### src/hdl/csr_pkg.sv
// ~~~~~~~~~~~~~~~~~~~~~~~~~~~~~~
// csr bus types
// ~~~~~~~~~~~~~~~~~~~~~~~~~~~~~~

package csr_pkg;

	// ~~~~~~~~~~~~~~~~~~~~~~~~~~~~~~
	// widths
	// ~~~~~~~~~~~~~~~~~~~~~~~~~~~~~~

	localparam int csr_addr_w = 14;	// bits 13:10 pick the bank
	localparam int csr_data_w = 32;	// read and write data

	// ~~~~~~~~~~~~~~~~~~~~~~~~~~~~~~
	// request
	// ~~~~~~~~~~~~~~~~~~~~~~~~~~~~~~

	// Driven by the bus master and seen by every bank at once.
	// A write lands on the edge where the request is present,
	// read data for that address follows one cycle later.
	typedef struct packed {
		logic [csr_addr_w-1:0] a;	// word address
		logic                  we;	// write enable
		logic [csr_data_w-1:0] di;	// write data
	} csr_req_t;	// 47 bits

	// bank field position within the address
	localparam int csr_bank_lsb = 10;
	localparam int csr_bank_w   = csr_addr_w - csr_bank_lsb;

	// register offset within a bank
	localparam int csr_ofs_w = 4;

endpackage

### src/hdl/sysctl_pkg.sv
// ~~~~~~~~~~~~~~~~~~~~~~~~~~~~~~
// system control register map
// ~~~~~~~~~~~~~~~~~~~~~~~~~~~~~~

package sysctl_pkg;
	import csr_pkg::*;

	// bank numbers, compared with a[13:10]
	localparam logic [3:0] bank_sysctl = 4'd0;
	localparam logic [3:0] bank_irq    = 4'd1;

	// ~~~~~~~~~~~~~~~~~~~~~~~~~~~~~~
	// offsets
	// ~~~~~~~~~~~~~~~~~~~~~~~~~~~~~~
	localparam logic [3:0] reg_gpio_in    = 4'd0;	// read only
	localparam logic [3:0] reg_gpio_out   = 4'd1;
	localparam logic [3:0] reg_gpio_irqen = 4'd2;
	localparam logic [3:0] reg_t0_ctrl    = 4'd4;	// bit0 en, bit1 ar
	localparam logic [3:0] reg_t0_cmp     = 4'd5;
	localparam logic [3:0] reg_t0_cnt     = 4'd6;
	localparam logic [3:0] reg_t1_ctrl    = 4'd8;
	localparam logic [3:0] reg_t1_cmp     = 4'd9;
	localparam logic [3:0] reg_t1_cnt     = 4'd10;
	localparam logic [3:0] reg_caps       = 4'd14;
	localparam logic [3:0] reg_sysid      = 4'd15;	// write requests hard reset
	localparam logic [3:0] reg_irq_pend   = 4'd0;	// irq bank, write 1 to clear
	localparam logic [3:0] reg_irq_mask   = 4'd1;	// irq bank

	localparam int gpio_in_w  = 16;
	localparam int gpio_out_w = 16;
	localparam int irq_n      = 3;	// gpio, timer0, timer1

	localparam logic [csr_data_w-1:0] system_id = 32'h5359_5343;

	// decoded timer writes, one strobe per register
	typedef struct packed {
		logic                  ctrl_we;
		logic                  cmp_we;
		logic                  cnt_we;
		logic [csr_data_w-1:0] data;
	} timer_wr_t;

	// timer state for readback
	typedef struct packed {
		logic                  en;
		logic                  ar;
		logic [csr_data_w-1:0] compare;
		logic [csr_data_w-1:0] counter;
	} timer_stat_t;	// 66 bits

endpackage

### src/hdl/gpio_edge_irq.sv
// ~~~~~~~~~~~~~~~~~~~~~~~~~~~~~~
// gpio sync and change irq
// ~~~~~~~~~~~~~~~~~~~~~~~~~~~~~~

`timescale 1ns/10ps

module gpio_edge_irq import csr_pkg::*, sysctl_pkg::*; (
	input  logic                  sys_clk,
	input  logic                  sys_rst,
	input  logic [gpio_in_w-1:0]  gpio_inputs,	// asynchronous pins
	input  logic                  out_we,	// decoded write to reg_gpio_out
	input  logic                  irqen_we,	// decoded write to reg_gpio_irqen
	input  logic [csr_data_w-1:0] wdata,
	output logic [gpio_in_w-1:0]  gpio_in,	// synchronized inputs
	output logic [gpio_out_w-1:0] gpio_outputs,
	output logic [gpio_in_w-1:0]  gpio_irqen,
	output logic                  gpio_irq	// one cycle per change
);

	logic [gpio_in_w-1:0] sync0;	// first flop, may go metastable
	logic [gpio_in_w-1:0] in_prev;	// last cycle's synchronized value
	logic [gpio_in_w-1:0] in_diff;

	// two stage synchronizer plus history
	always_ff @(posedge sys_clk) begin
		sync0   <= gpio_inputs;
		gpio_in <= sync0;
		in_prev <= gpio_in;
	end

	assign in_diff = in_prev ^ gpio_in;	// bits that toggled

	// ~~~~~~~~~~~~~~~~~~~~~~~~~~~~~~
	// software registers and irq
	// ~~~~~~~~~~~~~~~~~~~~~~~~~~~~~~
	always_ff @(posedge sys_clk) begin
		if (sys_rst) begin
			gpio_outputs <= '0;
			gpio_irqen   <= '0;
			gpio_irq     <= 1'b0;
		end else begin
			gpio_irq <= |(in_diff & gpio_irqen);	// only enabled bits count
			if (out_we)
				gpio_outputs <= wdata[gpio_out_w-1:0];
			if (irqen_we)
				gpio_irqen <= wdata[gpio_in_w-1:0];
		end
	end

	// a rising irq was computed from the enable value one cycle earlier
	a_irq_needs_enable: assert property (
		@(posedge sys_clk) disable iff (sys_rst)
		$rose(gpio_irq) |-> $past(|gpio_irqen)
	) else $error("gpio_irq rose with every irq enable bit clear");

endmodule

### src/hdl/irq_ctrl.sv
// ~~~~~~~~~~~~~~~~~~~~~~~~~~~~~~
// interrupt controller
// ~~~~~~~~~~~~~~~~~~~~~~~~~~~~~~

`timescale 1ns/10ps

module irq_ctrl import csr_pkg::*, sysctl_pkg::*; (
	input  logic                  sys_clk,
	input  logic                  sys_rst,
	input  csr_req_t              csr,
	output logic [csr_data_w-1:0] csr_do,	// zero when not selected
	input  logic [irq_n-1:0]      irq_src,	// 0 gpio, 1 timer0, 2 timer1
	output logic                  cpu_irq
);

	logic             sel;
	logic             wr_en;
	logic [3:0]       ofs;
	logic [irq_n-1:0] pend;	// sticky
	logic [irq_n-1:0] mask;	// 1 lets the source through
	logic [irq_n-1:0] clr;

	assign sel   = (csr.a[csr_addr_w-1:csr_bank_lsb] == bank_irq);
	assign ofs   = csr.a[csr_ofs_w-1:0];
	assign wr_en = sel & csr.we;
	assign clr   = (wr_en && (ofs == reg_irq_pend)) ? csr.di[irq_n-1:0] : '0;

	// ~~~~~~~~~~~~~~~~~~~~~~~~~~~~~~
	// pending, mask, cpu line
	// ~~~~~~~~~~~~~~~~~~~~~~~~~~~~~~
	always_ff @(posedge sys_clk) begin
		if (sys_rst) begin
			pend    <= '0;
			mask    <= '0;
			cpu_irq <= 1'b0;
		end else begin
			pend    <= (pend & ~clr) | irq_src;	// new pulse beats the clear
			cpu_irq <= |(pend & mask);
			if (wr_en && (ofs == reg_irq_mask))
				mask <= csr.di[irq_n-1:0];
		end
	end

	// readback, one cycle after the address
	always_ff @(posedge sys_clk) begin
		if (sys_rst) begin
			csr_do <= '0;
		end else begin
			csr_do <= '0;
			if (sel) begin
				case (ofs)
					reg_irq_pend: csr_do <= csr_data_w'(pend);
					reg_irq_mask: csr_do <= csr_data_w'(mask);
					default:      csr_do <= '0;
				endcase
			end
		end
	end

endmodule

### src/hdl/sys_timer.sv
// ~~~~~~~~~~~~~~~~~~~~~~~~~~~~~~
// compare timer
// ~~~~~~~~~~~~~~~~~~~~~~~~~~~~~~

`timescale 1ns/10ps

module sys_timer import csr_pkg::*, sysctl_pkg::*; (
	input  logic        sys_clk,
	input  logic        sys_rst,
	input  timer_wr_t   wr,	// decoded csr writes
	output timer_stat_t stat,	// readback
	output logic        irq	// one cycle on match
);

	logic                  en;
	logic                  ar;	// reload to 1 on match
	logic [csr_data_w-1:0] compare;
	logic [csr_data_w-1:0] counter;
	logic                  match;

	assign match = (counter == compare);

	// ~~~~~~~~~~~~~~~~~~~~~~~~~~~~~~
	// count and match
	// ~~~~~~~~~~~~~~~~~~~~~~~~~~~~~~
	always_ff @(posedge sys_clk) begin
		if (sys_rst) begin
			en      <= 1'b0;
			ar      <= 1'b0;
			compare <= '1;	// far away until software sets it
			counter <= '0;
			irq     <= 1'b0;
		end else begin
			irq <= en & match;
			if (en & ~match)
				counter <= counter + 1'b1;
			if (en & ar & match)
				counter <= 1;	// period equals compare
			if (~ar & match)
				en <= 1'b0;	// one shot stops, counter holds

			// software writes come last so they take priority
			if (wr.ctrl_we) begin
				en <= wr.data[0];
				ar <= wr.data[1];
			end
			if (wr.cmp_we)
				compare <= wr.data;
			if (wr.cnt_we)
				counter <= wr.data;	// beats the reload
		end
	end

	assign stat.en      = en;
	assign stat.ar      = ar;
	assign stat.compare = compare;
	assign stat.counter = counter;

	// back to back matches only when reloading onto a compare of 1
	a_irq_single: assert property (
		@(posedge sys_clk) disable iff (sys_rst)
		irq |=> !irq || (ar && compare == 1)
	) else $error("timer irq held for two cycles");

endmodule

### src/hdl/sysctl.sv
// ~~~~~~~~~~~~~~~~~~~~~~~~~~~~~~
// system control bank
// ~~~~~~~~~~~~~~~~~~~~~~~~~~~~~~

`timescale 1ns/10ps

module sysctl import csr_pkg::*, sysctl_pkg::*; (
	input  logic                  sys_clk,
	input  logic                  sys_rst,
	input  csr_req_t              csr,
	output logic [csr_data_w-1:0] csr_do,	// zero when not selected
	input  logic [gpio_in_w-1:0]  gpio_inputs,
	output logic [gpio_out_w-1:0] gpio_outputs,
	input  logic [csr_data_w-1:0] capabilities,
	output logic                  gpio_irq,
	output logic                  timer0_irq,
	output logic                  timer1_irq,
	output logic                  hard_reset	// sticky until sys_rst
);

	logic                 sel;	// our bank addressed
	logic                 wr_en;
	logic [3:0]           ofs;
	logic [gpio_in_w-1:0] gpio_in;
	logic [gpio_in_w-1:0] gpio_irqen;
	timer_wr_t            t0_wr;
	timer_wr_t            t1_wr;
	timer_stat_t          t0_stat;
	timer_stat_t          t1_stat;

	assign sel   = (csr.a[csr_addr_w-1:csr_bank_lsb] == bank_sysctl);
	assign ofs   = csr.a[csr_ofs_w-1:0];
	assign wr_en = sel & csr.we;

	// ~~~~~~~~~~~~~~~~~~~~~~~~~~~~~~
	// write strobes
	// ~~~~~~~~~~~~~~~~~~~~~~~~~~~~~~
	assign t0_wr.ctrl_we = wr_en && (ofs == reg_t0_ctrl);
	assign t0_wr.cmp_we  = wr_en && (ofs == reg_t0_cmp);
	assign t0_wr.cnt_we  = wr_en && (ofs == reg_t0_cnt);
	assign t0_wr.data    = csr.di;
	assign t1_wr.ctrl_we = wr_en && (ofs == reg_t1_ctrl);
	assign t1_wr.cmp_we  = wr_en && (ofs == reg_t1_cmp);
	assign t1_wr.cnt_we  = wr_en && (ofs == reg_t1_cnt);
	assign t1_wr.data    = csr.di;

	gpio_edge_irq gpio_inst (
		.sys_clk      (sys_clk),
		.sys_rst      (sys_rst),
		.gpio_inputs  (gpio_inputs),
		.out_we       (wr_en && (ofs == reg_gpio_out)),
		.irqen_we     (wr_en && (ofs == reg_gpio_irqen)),
		.wdata        (csr.di),
		.gpio_in      (gpio_in),
		.gpio_outputs (gpio_outputs),
		.gpio_irqen   (gpio_irqen),
		.gpio_irq     (gpio_irq)
	);

	sys_timer timer0_inst (.sys_clk(sys_clk), .sys_rst(sys_rst), .wr(t0_wr),
		.stat(t0_stat), .irq(timer0_irq));

	sys_timer timer1_inst (.sys_clk(sys_clk), .sys_rst(sys_rst), .wr(t1_wr),
		.stat(t1_stat), .irq(timer1_irq));

	// ~~~~~~~~~~~~~~~~~~~~~~~~~~~~~~
	// readback and hard reset
	// ~~~~~~~~~~~~~~~~~~~~~~~~~~~~~~
	always_ff @(posedge sys_clk) begin
		if (sys_rst) begin
			csr_do     <= '0;
			hard_reset <= 1'b0;
		end else begin
			if (wr_en && (ofs == reg_sysid))
				hard_reset <= 1'b1;	// picked up by the reset generator
			csr_do <= '0;
			if (sel) begin
				case (ofs)
					reg_gpio_in:    csr_do <= csr_data_w'(gpio_in);
					reg_gpio_out:   csr_do <= csr_data_w'(gpio_outputs);
					reg_gpio_irqen: csr_do <= csr_data_w'(gpio_irqen);
					reg_t0_ctrl:    csr_do <= csr_data_w'({t0_stat.ar, t0_stat.en});
					reg_t0_cmp:     csr_do <= t0_stat.compare;
					reg_t0_cnt:     csr_do <= t0_stat.counter;
					reg_t1_ctrl:    csr_do <= csr_data_w'({t1_stat.ar, t1_stat.en});
					reg_t1_cmp:     csr_do <= t1_stat.compare;
					reg_t1_cnt:     csr_do <= t1_stat.counter;
					reg_caps:       csr_do <= capabilities;
					reg_sysid:      csr_do <= system_id;
					default:        csr_do <= '0;	// holes read zero
				endcase
			end
		end
	end

	// the top level ORs bank outputs, so a foreign request must read as zero
	a_do_quiet: assert property (
		@(posedge sys_clk) disable iff (sys_rst)
		(csr.a[csr_addr_w-1:csr_bank_lsb] != bank_sysctl) |=> (csr_do == '0)
	) else $error("sysctl drove read data for another bank");

endmodule

### src/hdl/sysctl_top.sv
// ~~~~~~~~~~~~~~~~~~~~~~~~~~~~~~
// system control top
// ~~~~~~~~~~~~~~~~~~~~~~~~~~~~~~

`timescale 1ns/10ps

module sysctl_top import csr_pkg::*, sysctl_pkg::*; (
	input  logic                  sys_clk,
	input  logic                  sys_rst,
	input  csr_req_t              csr,	// shared by both banks
	output logic [csr_data_w-1:0] csr_do,
	input  logic [gpio_in_w-1:0]  gpio_inputs,
	output logic [gpio_out_w-1:0] gpio_outputs,
	input  logic [csr_data_w-1:0] capabilities,
	output logic                  gpio_irq,
	output logic                  timer0_irq,
	output logic                  timer1_irq,
	output logic                  cpu_irq,
	output logic                  hard_reset
);

	logic [csr_data_w-1:0] sysctl_do;
	logic [csr_data_w-1:0] irq_do;

	sysctl sysctl_inst (
		.sys_clk      (sys_clk),
		.sys_rst      (sys_rst),
		.csr          (csr),
		.csr_do       (sysctl_do),
		.gpio_inputs  (gpio_inputs),
		.gpio_outputs (gpio_outputs),
		.capabilities (capabilities),
		.gpio_irq     (gpio_irq),
		.timer0_irq   (timer0_irq),
		.timer1_irq   (timer1_irq),
		.hard_reset   (hard_reset)
	);

	irq_ctrl irq_ctrl_inst (
		.sys_clk (sys_clk),
		.sys_rst (sys_rst),
		.csr     (csr),
		.csr_do  (irq_do),
		.irq_src ({timer1_irq, timer0_irq, gpio_irq}),	// matches pending bit order
		.cpu_irq (cpu_irq)
	);

	assign csr_do = sysctl_do | irq_do;	// unselected bank reads zero

endmodule

### config.mk
export PLATFORM = sky130hd
export DESIGN_NAME = sysctl_top
export DESIGN_NICKNAME = d
export VERILOG_FILES = /design/src/hdl/csr_pkg.sv /design/src/hdl/sysctl_pkg.sv /design/src/hdl/gpio_edge_irq.sv /design/src/hdl/irq_ctrl.sv /design/src/hdl/sys_timer.sv /design/src/hdl/sysctl.sv /design/src/hdl/sysctl_top.sv
export SDC_FILE = /design/constraint.sdc
export NUM_CORES = 1
export LEC_CHECK = 0
export ABC_AREA = 0
export BUFFER_PORTS_ARGS = -buffer_cell sky130_fd_sc_hd__buf_2
export CORE_ASPECT_RATIO = 2
export CORE_UTILIZATION = 54
export DETAILED_ROUTE_END_ITERATION = 10
export GPL_TIMING_DRIVEN = 0
export PLACE_DENSITY = 0.77
export SYNTH_ARGS = -nofsm -noshare
export SYNTH_HDL_FRONTEND = slang
export SYNTH_HIERARCHICAL = 1
export SYNTH_SLANG_ARGS = --single-unit
export TNS_END_PERCENT = 5
### constraint.sdc
create_clock -name sys_clk -period 2.57 [get_ports sys_clk]
set_input_delay 0.514 -clock sys_clk [delete_from_list [all_inputs] [get_ports sys_clk]]
set_output_delay 0.514 -clock sys_clk [all_outputs]
set_load 0.01 [all_outputs]
Word-level counts from Yosys, hierarchy flattened
Cells that the tools add are included.
Widths: inputs -> output; s select.

cells by class
  add/subtract/negate cells = 2
  equality and inequality tests = 13
  multiplexer cells = 13
  bitwise gates (word level) = 25
  reduce and logical (&&, ||, !) cells = 21

operators with widths
  operator               count
  $pmux 32 s11           1
  $mux 32                6
  $add 32x1->32 const B  2
  $eq 32x32->1           2
  $or 32x32->32          1
  $eq 4x4->1 const B     5
  $and 16x16->16         1
  $reduce_or 16->1       1
  $xor 16x16->16         1
  $and 1x1->1            12
  $eq 4x3->1 const B     3
  $logic_and 1x1->1      11
  $eq 4x1->1 const B     2
  $logic_not 4->1        2
  $and 3x3->3            2
  $not 1->1              6
  $pmux 3 s2             1
  $reduce_bool 3->1      2
  $eq 4x2->1 const B     1
  $mux 1                 4
  $reduce_bool 2->1      2
  $reduce_or 2->1        2
  $mux 3                 1
  $not 3->3              1
  2 further kinds        2

storage, ports and cells
  flip-flop bits (word level) = 287
  input port bits = 97
  word-level logic and storage cells = 96

Logic depth before layout (Yosys ltp)
Gate-level depths: netlist (run 1).

  depth after elaboration = 7
  depth in mapped cells = 9

By module
Netlist (run 1), hierarchy kept.

modules (own cells, without submodules)
  module         times used  cells each  area each (um^2)  seq. area each (um^2)
  sys_timer      2           446         4047.6            1341.3
  gpio_edge_irq  1           179         2347.3            1621.6
  sysctl         1           255         2195.9            660.6
  irq_ctrl       1           75          693.2             200.2
  sysctl_top     1           32          200.2             0.0

Worst setup path after synthesis (run 1)
OpenSTA, ideal clock, no wires.

  path type = input to register
  start = in csr[44] (netlist bit)
  end = reg sysctl_inst.timer0_inst.compare[0]
  data arrival time = 2.379 ns
  data required time = 2.512 ns
  setup slack = 0.133 ns
  cell stages on the path = 7
  cells stage by stage = nor4_1 -> nand2_1 -> nor3_1 -> clkbuf_1 -> clkbuf_1 -> buf_1 -> a211o_1

RTL lines
  item                  line              RTL
  from (decl)           sysctl_top.sv:10  input csr_req_t csr,
  to (signal assigned)  sys_timer.sv:48   compare <= wr.data;
  to (decl)             sys_timer.sv:17   logic [csr_data_w-1:0] compare;

==> metrics.md, run 1 <==
| Metric | Value |
|---|---|
| Outcome | `complete, but fails checks` |
| Failing checks | `capacitance limit, slew limit, setup timing` |
| Fin nets | `1733` |
| Post-synthesis async set-or-reset flop share | `0%` |
| CTS root buffer | `clkbuf_16` |
| PD cells | `569 nW/um^2` |
| GPL Wtd Cong | `1.08` |
| Max-cap viol count | `1` |
| H-tree depth | `1` |
| Final std cells w/o fill | `1982` |
| Detailed Routing Iterations Pass 1 | `8` |
| Fin crit share | `105%` |
| Worst R2R Start | `sysctl_inst/timer0_inst/counter[7]` |
| DR vias/cell | `6.64` |
| Post-Route WL | `52200 um` |
| Unrepaired setup endpoints after global routing | `true` |
| CP Max Fanout | `7` |
| Hold path depth | `1` |
| Top_reg_cell synth | `dfxtp_1` |
| DR iter-0 viols | `1745` |
| Seq cells post-synth | `258` |
| # port buffers | `143` |
| Hpwl dp | `38500 um` |
| Vias in the first global route | `12600` |
| Crit path setup slack, layout | `-0.124 ns` |
| Routed WL per cell | `26.4 um` |
| Critical path class | `primary input to flop` |
| CTS Hold Bufs | `0` |
| Cell Area, Synth | `13500 um^2` |
| Syn Area/Cell | `9.44 um^2` |
| # IOs | `150` |
| Hold/Removal Path Class | `primary input to flop` |
| TritonCTS clock tree | `done` |
| Crit. End Element | `flop` |
| Die Y | `226 um` |
| Initial antenna violation count | `0` |
| Post-DP Area | `14800 um^2` |
| Layout cells sized above 1 | `26.4%` |
| Initial Util | `55.2%` |
| Post-synth EDFFs | `0` |
| Worst-path cell chain | `buf_2, nor4_2, nand2_1, nor4_1, mux2i_1, nor2_1` |
| Grt ovf | `0` |
| Most common cell in the netlist | `dfxtp_1` |
| Top cell type's share of synthesized area | `38.2%` |
| Largest net degree at the start of global routing | `17` |
| Core Region | `24500 um^2` |
| Largest area contributor in the netlist | `dfxtp_1` |
| Final Hold Viols | `0` |
| Die Wd | `114 um` |
| Post-synth top cells | `258 x dfxtp_1, 102 x nor2_1, 92 x xor2_1` |
| Data required time at the worst endpoint | `2.97 ns` |
| Pre-CTS setup slack | `-0.992 ns` |
| Leakage | `5.80 nW` |
| Clock Pin Slew Worst Setup and Hold Paths | `0.07 ns` |
| Hold path startpoint | `gpio_inputs[0]` |
| Mapped Cells | `1433` |
| Synth area leaders | `dfxtp_1 38%, xor2_1 6.0%, a22oi_1 4.7%` |
| Setup Viol. Count Final | `31` |
| Clk_skew | `0.0184 ns` |
| Via count | `13200` |
| Slew Limit Headroom | `-5.88%` |
| Tmin final | `2.69 ns` |
| YS warnings | `6` |
| # rows | `81` |
| First-pass GRT wire length | `76500 um` |
| Total Power | `8.95 mW` |
| GR Util All Layers | `40.7%` |
| Util after Layout | `64.1%` |
| Synth unique cells | `73` |
| TritonCTS Buffers | `23` |
| Final ANT Viol Nets | `0` |
| Final max-slew violation count | `4` |
| Slew @ Worst Pin | `1.57 ns` |
| FF-to-FF End | `sysctl_inst/timer0_inst/irq` |
| Reg2Reg Depth | `6` |
| Worst-Skew Late Latency | `0.55 ns` |
| Arrival @ worst endpoint | `3.10 ns` |
| Crit-path max cell delay | `1.30 ns` |
| # DRC | `0` |
| Hold Path Sink | `sysctl_inst/gpio_inst/sync0[0]` |
| Area Overhead vs Synth | `16.3%` |
| Crit start category | `primary input` |
| Clock tree buffer depth | `3` |
| R2R Setup Slk | `-0.10 ns` |
| Worst vdd ir | `610 uV` |
| Sequential fraction of the synthesis area | `38.2%` |
| Design Area, Final | `15700 um^2` |
| Buf+Inv Stages, Crit Path | `1` |
| Placed insts | `1936` |
| Slowest-stage cell, CP | `nor4_1` |
| Delay-heaviest family, CP | `simple AND/OR/NAND/NOR gates` |
| FMAX | `371 MHz` |
| Total die area | `25700 um^2` |
| CTS sink cnt | `258` |
==> layout make-up <==
type	instances	area (um^2)
Fill cell	2200	8790
Inverter	21	78.8
Clock buffer	25	603
Antenna cell	2	5.00
Clock inverter	14	233
Tap cell	332	415
Timing Repair Buffer	148	753
Sequential cell	258	5180
Multi-Input combinational cell	1026	7500
Buffer	156	958
==> cell usage in the layout, fill, tap and decap left out, types with 13 or more instances in the layout <==
cell and instances:
dfxtp_1 246, buf_2 186, nor2_1 102, xor2_1 92
a22oi_1 84, nor2b_1 65, a211o_1 64, nand2_1 55
buf_4 49, mux2i_1 43, nand3_1 42, a31oi_1 40
clkbuf_1 37, a21oi_1 36, nor3_2 35, or2_1 34
a221oi_2 30, conb_1 29, clkbuf_16 23, nand4_1 22
inv_1 20, nor3_1 19, buf_6 18, and4_1 17
o21ai_0 16, nor4_1 15, nand2b_1 14, a22o_1 13
==> metrics by stage <==
stage	TNS, ns	hold WS (ns)
CTS	-0.122	0.0746
finish	-1.27	0.0699
global route	-4.54	0.0697
detailed placement	-101.39	0.312
global placement	-96.63	0.310
floorplan	0	0.310
==> power breakdown <==
group          leakage, nW  switching [mW]  internal [mW]
sequential            2.11           0.122           4.08
combinational         3.29           0.501          0.333
clock                0.407            1.61           2.30
total                 5.80            2.24           6.72
==> state kept, by name (all words and copies together) (netlist names), 3 cells and up <==
signal                              flops
sysctl_inst/gpio_inst/in_prev          16
sysctl_inst/timer1_inst/compare        32
sysctl_inst/gpio_inst/gpio_outputs     16
sysctl_inst/timer1_inst/counter        32
sysctl_inst/gpio_inst/gpio_in          16
sysctl_inst/csr_do                     32
sysctl_inst/timer0_inst/compare        32
irq_ctrl_inst/pend                      3
sysctl_inst/gpio_inst/sync0            16
irq_ctrl_inst/csr_do                    3
sysctl_inst/timer0_inst/counter        32
irq_ctrl_inst/mask                      3
sysctl_inst/gpio_inst/gpio_irqen       16
==> per-layer routing <==
layer | global-route usage [%] | vias to the layer above | share of wire, % | wire (um)
met5 | 0 | - | 0 | 0
met4 | 42.9 | 0 | 13 | 6580
met3 | 7.76 | 343 | 9.1 | 4770
met1 | 41.4 | 6106 | 31 | 16500
met2 | 66.9 | 1076 | 47 | 24400
li1 | - | 5628 | - | -
==> cell families (layout without fill, tap and decap cells) <==
group / after synthesis / count (layout) / synth area share, %
AO/OA/AOI/OAI: 356 / 356 / 21.2
AND/OR/NAND/NOR: 485 / 485 / 22.2
flip-flops: 258 / 258 / 38.2
buffers and inverters: 177 / 364 / 7.50
multiplexers: 60 / 60 / 4.60
other: 1 / 31 / 0.0277
adder cells (fa/ha/maj): 2 / 2 / 0.185
XOR/XNOR: 94 / 94 / 6.08
==> how the worst max path moves through the flow <==
| stage | cells after the start | slack, ns | endpoint | start |
|---|---|---|---|---|
| global route | 8 | -0.18 | sysctl_inst/timer1_inst/compare[16] | csr[44] |
| CTS | 7 | -0.12 | sysctl_inst/timer0_inst/counter[30] | sysctl_inst/timer0_inst/counter[0] |
| finish | 6 | -0.12 | sysctl_inst/timer0_inst/ar | csr[44] |
| floorplan | 7 | 0.13 | sysctl_inst/timer0_inst/compare[0] | csr[44] |
| detailed placement | 8 | -0.99 | sysctl_inst/timer0_inst/counter[20] | csr[44] |
| global placement | 8 | -0.93 | sysctl_inst/timer0_inst/counter[10] | csr[44] |
==> what timing repair did <==
| item | 4_1_cts | 5_1_grt |
|---|---|---|
| buffers inserted | 0 | 5 |
| pin swaps | 1 | 4 |
| resized for setup | 10 | 37 |
| setup endpoints to repair | 126 | 127 |
(Power assumes the default switching activity.)
==> run 2, diff against run 1 <==
--- a/config.mk
+++ b/config.mk
@@ -8,10 +8,10 @@
 export ABC_AREA = 0
 export BUFFER_PORTS_ARGS = -buffer_cell sky130_fd_sc_hd__buf_2
 export CORE_ASPECT_RATIO = 2
-export CORE_UTILIZATION = 54
+export CORE_UTILIZATION = 55
 export DETAILED_ROUTE_END_ITERATION = 10
 export GPL_TIMING_DRIVEN = 0
-export PLACE_DENSITY = 0.77
+export PLACE_DENSITY = 0.76
 export SYNTH_ARGS = -nofsm -noshare
 export SYNTH_HDL_FRONTEND = slang
 export SYNTH_HIERARCHICAL = 1
==> constraint.sdc (replaced) <==
create_clock -name sys_clk -period 3.3 [get_ports sys_clk]
set_input_delay 0.66 -clock sys_clk [delete_from_list [all_inputs] [get_ports sys_clk]]
set_output_delay 0.66 -clock sys_clk [all_outputs]
set_load 0.01 [all_outputs]
==> run 2 against run 1 <==
- via count down 3.5%
- final cell count down 2.4%
- largest power group unchanged
- first-iteration DRC count down 17%
- combinational power down 21%
- cell area down 1.2%
- the flow finishes with violations (setup timing)
- non-clock buffer count down 5
- clock skew down 0.0082 ns
- setup slack better by 0.10 ns
- routed wire length up 2.1%
==> metrics.md, run 2 (synthesized netlist as in run 1, its figures left out) <==
| Metric | Value |
|---|---|
| Reg2Reg Depth | `7 (+1)` |
| Crit path setup slack, layout | `-0.0208 ns (+0.103 ns)` |
| Leakage | `5.72 nW (-1.4%)` |
| FILL cells | `2113 (-4.0%)` |
| TritonCTS Buffers | `24 (+4.3%)` |
| Crit. End Element | `flop` |
| Detailed Routing Iterations Pass 1 | `5 (-3)` |
| GPL Wtd Cong | `0.989 (-8.6%)` |
| CTS Hold Bufs | `0 (unchanged)` |
| Critical path class | `primary input to flop` |
| Sequential cell area | `5160 um^2 (-0.34%)` |
| Clk_skew | `0.0102 ns (-0.00821 ns)` |
| R2R Setup Slk | `0.30 ns (+0.40 ns)` |
| Worst vdd ir | `563 uV (-7.7%)` |
| Final std cells w/o fill | `1935 (-2.4%)` |
| Clock tree buffer depth | `3 (unchanged)` |
| Tmin final | `3.32 ns` |
| Placed insts | `1891 (-2.3%)` |
| Hold/Removal Path Class | `primary input to flop` |
| Design Area, Final | `15500 um^2 (-1.2%)` |
| DR iter-0 viols | `1454 (-17%)` |
| Area Overhead vs Synth | `14.9%` |
| Worst-Skew Late Latency | `0.54 ns (about the same)` |
| Arrival @ worst endpoint | `3.76 ns (+0.66 ns)` |
| DR vias/cell | `6.56 (-1.1%)` |
| Largest net degree at the start of global routing | `18 (+1)` |
| Worst-path cell chain | `buf_2, nor4_2, nand2_1, nor3_1, clkbuf_1, clkbuf_1, a22oi_1, a21oi_1` |
| Initial antenna violation count | `1 (+1)` |
| Commonest non-fill, non-tap cell in the layout | `dfxtp_1` |
| Data required time at the worst endpoint | `3.74 ns (+0.77 ns)` |
| Total Power | `6.88 mW (-23%)` |
| Slew @ Worst Pin | `1.19 ns (-0.381 ns)` |
| Worst R2R Start | `sysctl_inst/timer0_inst/counter[23]` |
| # rows | `80 (-1.2%)` |
| CP dominant cell by count | `clkbuf_1` |
| Crit start category | `primary input` |
| Post-Route WL | `53400 um (+2.1%)` |
| # port buffers | `143 (unchanged)` |
| CTS root buffer | `clkbuf_16` |
| PD cells | `443 nW/um^2 (-22%)` |
| Hpwl dp | `40200 um (+4.5%)` |
| Unrepaired setup endpoints after global routing | `false` |
| Setup Viol. Count Final | `1 (-97%)` |
| Delay-heaviest family, CP | `simple AND/OR/NAND/NOR gates` |
| Final Hold Viols | `0 (unchanged)` |
| TritonCTS clock tree | `done` |
| Layout cells sized above 1 | `24.3% (-2.1 points)` |
| Setup TNS | `-0.0208 ns (+1.25 ns)` |
| Hold path depth | `1 (unchanged)` |
| Crit-path max cell delay | `0.62 ns (-0.68 ns)` |
| Fin crit share | `101%` |
| # IOs | `150 (unchanged)` |
| # DRC | `0 (unchanged)` |
| Core Region | `24000 um^2 (-2.1%)` |
| First-pass GRT wire length | `77100 um (+0.78%)` |
| Vias in the first global route | `12500 (-0.92%)` |
| Grt ovf | `0 (unchanged)` |
| Final ANT Viol Nets | `0 (unchanged)` |
| Post-DP Area | `14700 um^2 (-0.38%)` |
| Routed WL per cell | `27.6 um (+4.6%)` |
| Final max-slew violation count | `0 (-4)` |
| Ant diodes | `0 (-2)` |
| Clock Pin Slew Worst Setup and Hold Paths | `0.07 ns (about the same)` |
| Commonest non-fill, non-tap cells in the layout | `258 x dfxtp_1, 186 x buf_2, 102 x nor2_1` |
| Initial Util | `56.3% (+1.2 points)` |
| Failing checks | `setup timing` |
| CTS sink cnt | `258 (unchanged)` |
| Total die area | `25300 um^2 (-1.8%)` |
| Slew Limit Headroom | `19.8% (+26 points)` |
| Max-cap viol count | `0 (-1)` |
| FF-to-FF End | `sysctl_inst/timer0_inst/irq` |
| Multi-input gate area | `7460 um^2 (-0.52%)` |
| Die Y | `224 um (-0.91%)` |
| Hold Path Sink | `sysctl_inst/gpio_inst/sync0[6]` |
| CP Max Fanout | `10 (+3)` |
| Die Wd | `113 um (-0.90%)` |
| Hold path startpoint | `gpio_inputs[6]` |
| FMAX | `301 MHz` |
| GR Util All Layers | `42.0% (+1.3 points)` |
| Util after Layout | `64.7% (+0.57 points)` |
| Via count | `12700 (-3.5%)` |
| Slowest-stage cell, CP | `nor4_2` |
| H-tree depth | `1 (unchanged)` |
| Outcome | `complete, but fails checks` |
| Fin nets | `1729 (-0.23%)` |
| Buf+Inv Stages, Crit Path | `3 (+2)` |
## run 2: cell types whose count changed in the layout (fill, tap and decap cells not counted), sizes merged
cell | previous run | this run
inv | 21 | 22
bufinv | 6 | 2
buf | 254 | 251
diode | 2 | 0
clkinvlp | 2 | 3
clkbuf | 75 | 78
clkinv | 6 | 8
## run 2: how the worst max path moves through the flow
stage / start / to / slack (ns) / cells past startpoint
floorplan: csr[44] / sysctl_inst/timer0_inst/compare[0] / 0.72 / 7
global placement: csr[44] / sysctl_inst/timer0_inst/counter[10] / -0.75 / 8
detailed placement: csr[44] / sysctl_inst/timer0_inst/counter[10] / -0.75 / 8
CTS: csr[44] / sysctl_inst/timer0_inst/counter[10] / 0.17 / 8
global route: csr[44] / sysctl_inst/timer0_inst/counter[10] / 0.06 / 8
finish: csr[44] / sysctl_inst/timer0_inst/counter[10] / -0.02 / 8
## run 2: layer usage
metal / vias up / track usage (%) / wire length, um
li1: 5626 / - / -
met1: 6011 / 41.4 / 17300
met2: 776 / 71.7 / 25600
met3: 279 / 7.01 / 3860
met4: 2 / 44.0 / 6650
met5: - / 0 / 10
## run 2: area by class of cell
cell class	count	area share, %
clock buffer	30	4.34
buffer	156	6.02
clock inverter	14	0.982
tap	287	2.31
timing repair buffer	143	4.60
sequential	258	33.2
inverter	21	0.507
multi-input combinational	1026	48.0
## run 2: metrics by stage
stage | hold slack (ns) | setup WS, ns
floorplan | 0.310 | 0.717
global placement | 0.310 | -0.752
detailed placement | 0.312 | -0.754
CTS | 0.201 | 0.168
global route | 0.206 | 0.0551
finish | 0.212 | -0.0208
## run 2: timing repair
action / 4_1_cts / 5_1_grt
setup buffers: 0 / 0
resized for setup: 1 / 0
setup endpoints to repair: 6 / 0
## run 2: where the power goes
part	switching [mW]	internal (mW)	total, mW	leakage [nW]
clock	1.31	1.63	2.94	0.399
combinational	0.400	0.259	0.658	3.22
sequential	0.0967	3.18	3.28	2.10
total	1.81	5.07	6.88	5.72
## run 2: worst register-to-register path, cell delays in order, from the launching register on
cell and delay [ns]:
dfxtp_1 0.35, clkbuf_1 0.27, xor2_1 0.11, nor4_1 0.54, and4_1 0.40, nand2_2 0.18
buf_6 0.20, nor3_1 0.75
